===== src/booth_pkg.sv =====
// Booth operand definitions
package booth_pkg;

    // ----------------------------------------------------------------------
    // operand sizes
    // ----------------------------------------------------------------------

    // operand width
    localparam int OP_W = 32;

    // partial products, operand extended by two bits so unsigned fits
    localparam int NPP = (OP_W + 2) / 2;

    // one partial product covers -2m .. +2m
    localparam int PP_W = OP_W + 2;

    // ----------------------------------------------------------------------
    // radix-4 digit
    // ----------------------------------------------------------------------

    // recoded multiplier digit, one per window of three bits
    typedef enum logic [2:0] {
        BOOTH_ZERO,
        BOOTH_POS1,
        BOOTH_POS2,
        BOOTH_NEG1,
        BOOTH_NEG2
    } booth_op_e;

endpackage


===== src/tree_pkg.sv =====
// Reduction tree definitions
package tree_pkg;

    // ----------------------------------------------------------------------
    // product rows
    // ----------------------------------------------------------------------

    // full product width
    localparam int PROD_W = 64;

    // one row, already aligned to its column weight
    typedef logic [PROD_W-1:0] row_t;

    // ----------------------------------------------------------------------
    // rows entering each tree level
    // ----------------------------------------------------------------------

    // 17 partial products plus the correction row
    localparam int ROWS_L0 = 18;
    localparam int ROWS_L1 = 10;
    localparam int ROWS_L2 = 6;
    localparam int ROWS_L3 = 4;

    // sum and carry rows into the final adder
    localparam int ROWS_OUT = 2;

    // enabled edges from operand capture to product
    localparam int LATENCY = 5;

endpackage


===== src/booth_pp_gen.sv =====
// Booth partial product generator
`timescale 1ns/1ns

module booth_pp_gen (
    input  logic [booth_pkg::OP_W-1:0] multiplicand,
    input  logic [booth_pkg::OP_W-1:0] multiplier,
    input  logic                       signed_mode,
    output tree_pkg::row_t             rows [tree_pkg::ROWS_L0]
);

    logic [booth_pkg::PP_W-1:0] mcand_ext;
    // extended multiplier with the implicit zero below bit 0
    logic [booth_pkg::PP_W:0]   mplier_win;
    booth_pkg::booth_op_e       digit [booth_pkg::NPP];
    logic [booth_pkg::PP_W-1:0] pp [booth_pkg::NPP];
    logic [booth_pkg::NPP-1:0]  neg;
    tree_pkg::row_t             corr_row;

    // window {y[2i+1], y[2i], y[2i-1]} to digit
    function automatic booth_pkg::booth_op_e recode(input logic [2:0] win);
        booth_pkg::booth_op_e op;
        case (win)
            3'b001, 3'b010: op = booth_pkg::BOOTH_POS1;
            3'b011:         op = booth_pkg::BOOTH_POS2;
            3'b100:         op = booth_pkg::BOOTH_NEG2;
            3'b101, 3'b110: op = booth_pkg::BOOTH_NEG1;
            default:        op = booth_pkg::BOOTH_ZERO;
        endcase
        return op;
    endfunction

    // sign or zero extension by two bits
    assign mcand_ext  = {{2{signed_mode & multiplicand[booth_pkg::OP_W-1]}}, multiplicand};
    assign mplier_win = {{2{signed_mode & multiplier[booth_pkg::OP_W-1]}}, multiplier, 1'b0};

    // ----------------------------------------------------------------------
    // partial product rows
    // ----------------------------------------------------------------------

    for (genvar i = 0; i < booth_pkg::NPP; i++)
    begin : g_pp
        assign digit[i] = recode(mplier_win[2*i +: 3]);

        // negative multiples are one's complement here, +1 lands in the correction row
        always_comb
        begin
            case (digit[i])
                booth_pkg::BOOTH_POS1: pp[i] = mcand_ext;
                booth_pkg::BOOTH_POS2: pp[i] = {mcand_ext[booth_pkg::PP_W-2:0], 1'b0};
                booth_pkg::BOOTH_NEG1: pp[i] = ~mcand_ext;
                booth_pkg::BOOTH_NEG2: pp[i] = ~{mcand_ext[booth_pkg::PP_W-2:0], 1'b0};
                default:               pp[i] = '0;
            endcase
        end

        assign neg[i] = (digit[i] == booth_pkg::BOOTH_NEG1) ||
                        (digit[i] == booth_pkg::BOOTH_NEG2);

        // sign compression, top bit inverted and no extension bits
        assign rows[i] = tree_pkg::row_t'({~pp[i][booth_pkg::PP_W-1],
                                           pp[i][booth_pkg::PP_W-2:0]}) << (2 * i);
    end

    // ----------------------------------------------------------------------
    // correction row
    // ----------------------------------------------------------------------

    // negation bits at column 2i, minus 2^(PP_W-1+2i) per row for the
    // inverted sign bits; folds to a constant plus the neg bits
    always_comb
    begin
        corr_row = '0;
        for (int i = 0; i < booth_pkg::NPP; i++)
        begin
            corr_row = corr_row + (tree_pkg::row_t'(neg[i]) << (2 * i));
            corr_row = corr_row - (tree_pkg::row_t'(1) << (booth_pkg::PP_W - 1 + 2 * i));
        end
    end

    assign rows[tree_pkg::ROWS_L0-1] = corr_row;

endmodule


===== src/compressor_42.sv =====
// Row-wide 4:2 compressor
`timescale 1ns/1ns

module compressor_42 (
    input  tree_pkg::row_t x1,
    input  tree_pkg::row_t x2,
    input  tree_pkg::row_t x3,
    input  tree_pkg::row_t x4,
    output tree_pkg::row_t sum,
    output tree_pkg::row_t carry
);

    tree_pkg::row_t s1;
    tree_pkg::row_t hor_cout;
    tree_pkg::row_t hor_cin;
    tree_pkg::row_t carry_raw;

    // first full adder per column
    assign s1       = x1 ^ x2 ^ x3;
    assign hor_cout = (x1 & x2) | (x1 & x3) | (x2 & x3);

    // horizontal carry into the next column up, top one drops out
    assign hor_cin = {hor_cout[tree_pkg::PROD_W-2:0], 1'b0};

    // second full adder per column
    assign sum       = s1 ^ x4 ^ hor_cin;
    assign carry_raw = (s1 & x4) | (s1 & hor_cin) | (x4 & hor_cin);

    // carry row carries weight of the next column
    assign carry = {carry_raw[tree_pkg::PROD_W-2:0], 1'b0};

endmodule


===== src/reduction_level.sv =====
// Registered reduction tree level
`timescale 1ns/1ns

module reduction_level #(
    parameter  int N_IN  = 4,
    // two rows per full group of four, leftovers pass through
    localparam int N_OUT = 2 * (N_IN / 4) + (N_IN % 4)
) (
    input  logic           clk,
    input  logic           rst,
    input  logic           run,
    input  logic           valid_in,
    input  tree_pkg::row_t rows_in [N_IN],
    output logic           valid_out,
    output tree_pkg::row_t rows_out [N_OUT]
);

    localparam int N_GRP = N_IN / 4;
    localparam int N_REM = N_IN % 4;

    tree_pkg::row_t rows_nxt [N_OUT];

    // ----------------------------------------------------------------------
    // compression of full groups
    // ----------------------------------------------------------------------

    for (genvar g = 0; g < N_GRP; g++)
    begin : g_cmp
        compressor_42 u_cmp (
            .x1    (rows_in[4*g]),
            .x2    (rows_in[4*g+1]),
            .x3    (rows_in[4*g+2]),
            .x4    (rows_in[4*g+3]),
            .sum   (rows_nxt[2*g]),
            .carry (rows_nxt[2*g+1])
        );
    end

    // leftover rows
    for (genvar r = 0; r < N_REM; r++)
    begin : g_pass
        assign rows_nxt[2*N_GRP+r] = rows_in[4*N_GRP+r];
    end

    // ----------------------------------------------------------------------
    // level registers
    // ----------------------------------------------------------------------

    always_ff @(posedge clk)
    begin
        if (rst)
            valid_out <= 1'b0;
        else if (run)
            valid_out <= valid_in;
    end

    always_ff @(posedge clk)
    begin
        if (run)
            rows_out <= rows_nxt;
    end

endmodule


===== src/final_adder.sv =====
// Registered carry-lookahead final adder
`timescale 1ns/1ns

module final_adder (
    input  logic                         clk,
    input  logic                         rst,
    input  logic                         run,
    input  logic                         valid_in,
    input  tree_pkg::row_t               sum_row,
    input  tree_pkg::row_t               carry_row,
    output logic [tree_pkg::PROD_W-1:0]  product,
    output logic                         valid
);

    // four-bit groups
    localparam int N_GRP = tree_pkg::PROD_W / 4;

    tree_pkg::row_t   gen;
    tree_pkg::row_t   prop;
    tree_pkg::row_t   cbit;
    logic [N_GRP-1:0] grp_g;
    logic [N_GRP-1:0] grp_p;
    // top entry is the carry out, not used
    logic [N_GRP:0]   cgrp;

    assign gen  = sum_row & carry_row;
    assign prop = sum_row ^ carry_row;

    always_comb
    begin
        cgrp[0] = 1'b0;
        for (int k = 0; k < N_GRP; k++)
        begin
            grp_g[k] = gen[4*k+3] | (prop[4*k+3] & gen[4*k+2])
                     | (prop[4*k+3] & prop[4*k+2] & gen[4*k+1])
                     | (prop[4*k+3] & prop[4*k+2] & prop[4*k+1] & gen[4*k]);
            grp_p[k] = &prop[4*k +: 4];
            cgrp[k+1] = grp_g[k] | (grp_p[k] & cgrp[k]);

            // bit carries inside the group from its group carry
            cbit[4*k]   = cgrp[k];
            cbit[4*k+1] = gen[4*k] | (prop[4*k] & cgrp[k]);
            cbit[4*k+2] = gen[4*k+1] | (prop[4*k+1] & gen[4*k])
                        | (prop[4*k+1] & prop[4*k] & cgrp[k]);
            cbit[4*k+3] = gen[4*k+2] | (prop[4*k+2] & gen[4*k+1])
                        | (prop[4*k+2] & prop[4*k+1] & gen[4*k])
                        | (prop[4*k+2] & prop[4*k+1] & prop[4*k] & cgrp[k]);
        end
    end

    always_ff @(posedge clk)
    begin
        if (rst)
            valid <= 1'b0;
        else if (run)
            valid <= valid_in;
    end

    always_ff @(posedge clk)
    begin
        if (run)
            product <= prop ^ cbit;
    end

endmodule


===== src/booth_wallace_mul.sv =====
// Pipelined Booth Wallace multiplier
`timescale 1ns/1ns

module booth_wallace_mul (
    input  logic                        clk,
    input  logic                        rst,
    input  logic                        run,
    input  logic                        in_valid,
    input  logic                        signed_mode,
    input  logic [booth_pkg::OP_W-1:0]  multiplicand,
    input  logic [booth_pkg::OP_W-1:0]  multiplier,
    output logic [tree_pkg::PROD_W-1:0] product,
    output logic                        out_valid
);

    tree_pkg::row_t rows_l0 [tree_pkg::ROWS_L0];
    tree_pkg::row_t rows_l1 [tree_pkg::ROWS_L1];
    tree_pkg::row_t rows_l2 [tree_pkg::ROWS_L2];
    tree_pkg::row_t rows_l3 [tree_pkg::ROWS_L3];
    tree_pkg::row_t rows_fin [tree_pkg::ROWS_OUT];

    logic valid_l1;
    logic valid_l2;
    logic valid_l3;
    logic valid_fin;

    // ----------------------------------------------------------------------
    // partial products, combinational
    // ----------------------------------------------------------------------

    booth_pp_gen u_pp_gen (
        .multiplicand (multiplicand),
        .multiplier   (multiplier),
        .signed_mode  (signed_mode),
        .rows         (rows_l0)
    );

    // ----------------------------------------------------------------------
    // tree, one register per level
    // ----------------------------------------------------------------------

    // 18 -> 10, captures the operation
    reduction_level #(.N_IN(tree_pkg::ROWS_L0)) u_level0 (
        .clk       (clk),
        .rst       (rst),
        .run       (run),
        .valid_in  (in_valid),
        .rows_in   (rows_l0),
        .valid_out (valid_l1),
        .rows_out  (rows_l1)
    );

    // 10 -> 6
    reduction_level #(.N_IN(tree_pkg::ROWS_L1)) u_level1 (
        .clk       (clk),
        .rst       (rst),
        .run       (run),
        .valid_in  (valid_l1),
        .rows_in   (rows_l1),
        .valid_out (valid_l2),
        .rows_out  (rows_l2)
    );

    // 6 -> 4
    reduction_level #(.N_IN(tree_pkg::ROWS_L2)) u_level2 (
        .clk       (clk),
        .rst       (rst),
        .run       (run),
        .valid_in  (valid_l2),
        .rows_in   (rows_l2),
        .valid_out (valid_l3),
        .rows_out  (rows_l3)
    );

    // 4 -> 2
    reduction_level #(.N_IN(tree_pkg::ROWS_L3)) u_level3 (
        .clk       (clk),
        .rst       (rst),
        .run       (run),
        .valid_in  (valid_l3),
        .rows_in   (rows_l3),
        .valid_out (valid_fin),
        .rows_out  (rows_fin)
    );

    final_adder u_final_adder (
        .clk       (clk),
        .rst       (rst),
        .run       (run),
        .valid_in  (valid_fin),
        .sum_row   (rows_fin[0]),
        .carry_row (rows_fin[1]),
        .product   (product),
        .valid     (out_valid)
    );

endmodule


===== config.mk =====
export PLATFORM = sky130hd
export DESIGN_NAME = booth_wallace_mul
export DESIGN_NICKNAME = d
export VERILOG_FILES = /design/src/booth_pkg.sv /design/src/tree_pkg.sv /design/src/booth_pp_gen.sv /design/src/compressor_42.sv /design/src/reduction_level.sv /design/src/final_adder.sv /design/src/booth_wallace_mul.sv
export SDC_FILE = /design/constraint.sdc
export NUM_CORES = 2
export LEC_CHECK = 0
export BUFFER_PORTS_ARGS = -buffer_cell sky130_fd_sc_hd__buf_4
export CORE_ASPECT_RATIO = 1.4
export CORE_MARGIN = 2
export CORE_UTILIZATION = 60
export DETAILED_ROUTE_END_ITERATION = 6
export PLACE_DENSITY = 0.77
export REMOVE_ABC_BUFFERS = 1
export SLEW_MARGIN = 15
export SYNTH_ARGS = -nofsm -noshare
export SYNTH_HDL_FRONTEND = slang
export SYNTH_SLANG_ARGS = --single-unit

===== constraint.sdc =====
create_clock -name clk -period 5.8 [get_ports clk]
set_input_delay 0 -clock clk [delete_from_list [all_inputs] [get_ports clk]]
set_output_delay 0 -clock clk [all_outputs]
set_load 0.01 [all_outputs]

==> results list <==
- Synth Instances: 4813
- Worst-path maximum fanout: 4
- The number of gates resized after CTS was 0.
* Final wirelength: approximately 150000 um
- Clock tree synthesis inserted a total of 87 buffers.
- Buffers added to address setup during post-CTS repair amount to 0.
* Area of the core: around 96000 sq um
* Number of optimization iterations in the first detailed-route pass: 6
- Routability-driven placement finished with a final weighted congestion of approximately 0.91.
- Measured along the y axis, the die boundary spans about 370 um.
- Measured along the x axis, the die boundary spans 267 um.
* Drt drc: 0
- The worst hold path belongs to the class in2reg.
* Startpoint of the most critical register-to-register path: u_level3.rows_out[21]$_DFFE_PP_
- Type of the worst setup path: reg2reg
* Arrival time worst endpoint: 3.95 ns
- Of the total synthesized cell area, the portion taken by XOR and XNOR cells is 0.0858.
* Maximum number of buffers from clock root to sink: 3
* DRC marker count from the first detailed-route iteration: roughly 4300
- # port buffers: about 130
- Synthesis inferred ~940 register bits.
* Half-perimeter wire length after placement: between 90000 and 100000 um
- Combinational family with the most area after synthesis: adder cells
* Area of the die: 99300 sq um
* Hold path start: multiplicand[0]
- Power share of the sequential group: 0.424
- The internal power of the cells totals roughly 19 mW.
* Post-synthesis adder-cell area fraction: 0.217
- Between clock sinks in the finished design, the worst skew comes to around 0.027 ns.
- Total Nets Final: between 5000 and 6000
- Worst reg-to-reg path cell count: 11
- Post-route fraction of the period consumed by the critical path: 0.607
- Cell area after technology mapping: 58100 sq um
- Most frequent cells in the layout: edfxtp_1, nor2_1, xnor2_1, fa_1, inv_1
- R2r endpoint: u_final_adder.product[61]$_DFFE_PP_
- Number of antenna violations at the first check in global routing: 5
- Switching share of total power: 0.346
- The final route contains about 37000 vias.
* Maximum number of pins on one net before global-route repair: between 150 and 200
* Combinational share of power: 0.371
- For this design, the sink count on the clock tree is about 940.
- The portion of synthesized area spent on multiplexers is 0.00103.
* Final-report max-slew violation count: 0
- Max-cap violations in this run came to 0.
* Final hold violation count: 0
* Ratio of routed vias to standard cells: just over 6
* Number of warning messages in the yosys log: 0
- Synth Area in Simple Gates: 0.0661
* Normalized max-slew margin: 0.167
- Post-route ant nets: 0
- Achievable Freq: 284 MHz
- Starting density of the core: 0.603
* Portion of the post-synthesis area used by sequential elements: 0.485
* Number of stages on the worst hold path: 2
* Placed cell areas: roughly 60000 sq um
- For this run, the total global-route usage over all layers was measured as 0.298.
* Worst Setup End Kind: register
- After clock tree synthesis, the clock-pin slew on the worst setup and hold paths is roughly 0.070 ns.
- Fill cells in the final layout number roughly 6700.
- Root Buffer: clkbuf_16
- In the synthesized netlist the async set-or-reset flop fraction comes to 0.
- Setup total negative slack on the finished layout was measured at 0 ns.
- For this design the static power due to leakage is 23.7 nW.
- The first global-routing pass estimated between 200000 and 250000 um of wire.
* Maximum level of the CTS H-tree: 3
- Counting distinct cell types in the post-synthesis netlist gives a little under 60.
- Number of cell rows: 135
- Worst-case register-to-register setup slack: between 2 and 2.5 ns
* CTS tree: yes
- For this run, the leading register cell type out of synthesis is edfxtp_1.
* Via count of the first global-routing pass: 37200
- Final non-filler cell area: 62900 sq um
- The slowest stage of the critical path belongs to the cell a32oi_1.
- Worst-margin pin slew: 1.25 ns
- Clock latency reported for the late side of the worst-skew pair: ~0.7 ns
* Net switching component of the power: slightly below 10 mW
- Power per standard cell area: roughly 450 nW/um^2
- STA puts the critical path data required time at roughly 6.2 ns.
- Yosys mapped a number of flops with a built-in enable equal to roughly 930.
- Final count of negative-setup-slack endpoints: 0
- The worst-case IR drop observed on VDD is ~0.32 mV.
* Drt wl/cell: ~24 um
- Sort of element at the start of the critical path: register
* Setup repair after global routing missed its margin: no
- Proportion of layout cells with a drive suffix above 1: 0.0736
- Most common library cell in the layout ignoring fill and taps: edfxtp_1
- Of the total power, the clock network draws 0.205.
- Total grt overflow: 0
- From synthesis to final layout, the design area changed by 8.36%.
- During I/O placement, the number of pins put on the boundary was between 100 and 150.
* Worst Hold End: u_level0.rows_out[577]$_SDFFCE_PP0P_
* Post-synthesis average cell area: ~12 sq um
- Max incr delay on CP: roughly 0.40 ns
- For the finished layout, the period the worst path requires is 3.52 ns.
* Complex-gate fraction of the synthesized area: 0.0914
- Cells along the critical path: ha_1 > a21oi_1 > o21ai_0 > a32oi_1 > o22ai_2 > a21oi_4 > o21ai_1 > a211oi_1 > o21bai_1 > fa_1 > xor2_1
- Run status: finished, final reports clean
state kept, by name, indices dropped and copies added (netlist names):
signal and count:
u_level2.valid_out 1, u_level1.rows_out 229, u_level2.rows_out 169, u_level0.rows_out 349
u_level3.rows_out 123, u_final_adder.valid 1, u_level0.valid_out 1, u_final_adder.product 64
u_level3.valid_out 1, u_level1.valid_out 1
layer usage:
metal  part of all wire  wire length [um]  vias to the layer above  global-route usage
met4              0.061              8870                        4               0.168
met3               0.10             14700                      432              0.0602
met2               0.47             68400                     2215               0.471
met1               0.37             53600                    18300               0.387
met5            0.00018                26                        -                   0
li1                   -                 -                    16200                   -
how the worst max path moves through the flow:
| stage | end | slack, ns | cells past startpoint | from |
|---|---|---|---|---|
| after floorplan | u_final_adder.product[61]$_DFFE_PP_ | 2.81 | 11 | u_level3.rows_out[10]$_DFFE_PP_ |
| after global placement | u_final_adder.product[61]$_DFFE_PP_ | 2.32 | 11 | u_level3.rows_out[21]$_DFFE_PP_ |
| after detailed placement | u_final_adder.product[61]$_DFFE_PP_ | 2.29 | 11 | u_level3.rows_out[21]$_DFFE_PP_ |
| after CTS | u_final_adder.product[61]$_DFFE_PP_ | 2.21 | 11 | u_level3.rows_out[21]$_DFFE_PP_ |
| after global routing | u_final_adder.product[61]$_DFFE_PP_ | 1.98 | 11 | u_level3.rows_out[37]$_DFFE_PP_ |
| final | u_final_adder.product[61]$_DFFE_PP_ | 2.28 | 11 | u_level3.rows_out[21]$_DFFE_PP_ |
worst max-delay path: cells and delay by family (launching register included):
kind	cells	cell delay [ns]
AO/OA/AOI/OAI	8	1.97
adder cells (fa/ha/maj)	2	0.76
flip-flops	1	0.37
XOR/XNOR	1	0.18
synth_stat cells (2+ instances only):
cell | number | area (sq um)
a211oi_1 | 312 | 2340
a21o_1 | 11 | 82.6
a21oi_1 | 210 | 1050
a21oi_2 | 2 | 17.5
a311o_1 | 3 | 30.0
a31oi_1 | 15 | 93.8
a32oi_1 | 2 | 17.5
and2_1 | 48 | 300
and3_1 | 3 | 18.8
and4_1 | 2 | 17.5
buf_1 | 52 | 195
clkbuf_1 | 343 | 1290
dfxtp_1 | 5 | 100
edfxtp_1 | 934 | 28000
fa_1 | 479 | 9590
ha_1 | 239 | 2990
inv_1 | 447 | 1680
mux2i_1 | 6 | 60.1
nand2_1 | 117 | 439
nand2b_1 | 3 | 18.8
nand3_1 | 8 | 40.0
nand4_1 | 3 | 18.8
nor2_1 | 701 | 2630
nor2b_1 | 14 | 87.6
nor3_1 | 40 | 200
nor4_1 | 3 | 18.8
o21a_1 | 5 | 37.5
o21ai_0 | 34 | 170
o21bai_1 | 5 | 37.5
o221ai_1 | 44 | 385
o22a_1 | 12 | 105
o22ai_1 | 115 | 719
o31ai_1 | 3 | 22.5
or2_2 | 2 | 12.5
xnor2_1 | 510 | 4470
xor2_1 | 59 | 517
per-stage QoR:
| step | worst slack (ns) | hold slack, ns | utilization | instances | total power, mW |
|---|---|---|---|---|---|
| 6_report | 2.28 | 0.0571 | 0.654 | 6003 | 28.6 |
| 3_3_place_gp | 2.32 | 0.200 | 0.621 | 5822 | 21.8 |
| 4_1_cts | 2.21 | 0.0000744 | 0.654 | 6000 | 28.6 |
| 3_5_place_dp | 2.29 | 0.205 | 0.621 | 5822 | 22.6 |
| 5_1_grt | 1.98 | 0.0543 | 0.654 | 6001 | 30.3 |
| 2_1_floorplan | 2.81 | 0.0724 | - | 4418 | 17.9 |
final cells by class:
type                       instances  area [sq um]  share of cell area
multi-input combinational       3032         27100               0.431
tap                             1233          1540              0.0245
sequential                       939         28100               0.447
clock buffer                      96          2210              0.0351
inverter                         447          1680              0.0267
clock inverter                    57           642              0.0102
timing repair buffer             196          1600              0.0255
antenna                            3          7.51            0.000119
power groups by stage:
stage | clock network, mW | registers [mW] | logic [mW]
finish | 5.86 | 12.1 | 10.6
global route | 6.15 | 12.3 | 11.8
CTS | 5.92 | 12.1 | 10.6
detailed placement | 0 | 12.2 | 10.3
global placement | 0 | 12.1 | 9.71
floorplan | 0 | 11.9 | 5.97
cell families after synthesis:
group,after synthesis
AOI/OAI and AO/OA,789
xor gates and xnor gates,569
adders and majority gates,718
buffers and inverters,842
DFF,939
muxes,6
other,1
and+or+nand+nor,949
timing repair:
action,4_1_cts,5_1_grt
hold endpoints to repair,134,0
hold buffers,25,0
endpoints found under the setup margin,0,0
Note: power is estimated with default switching activity, not from simulation.
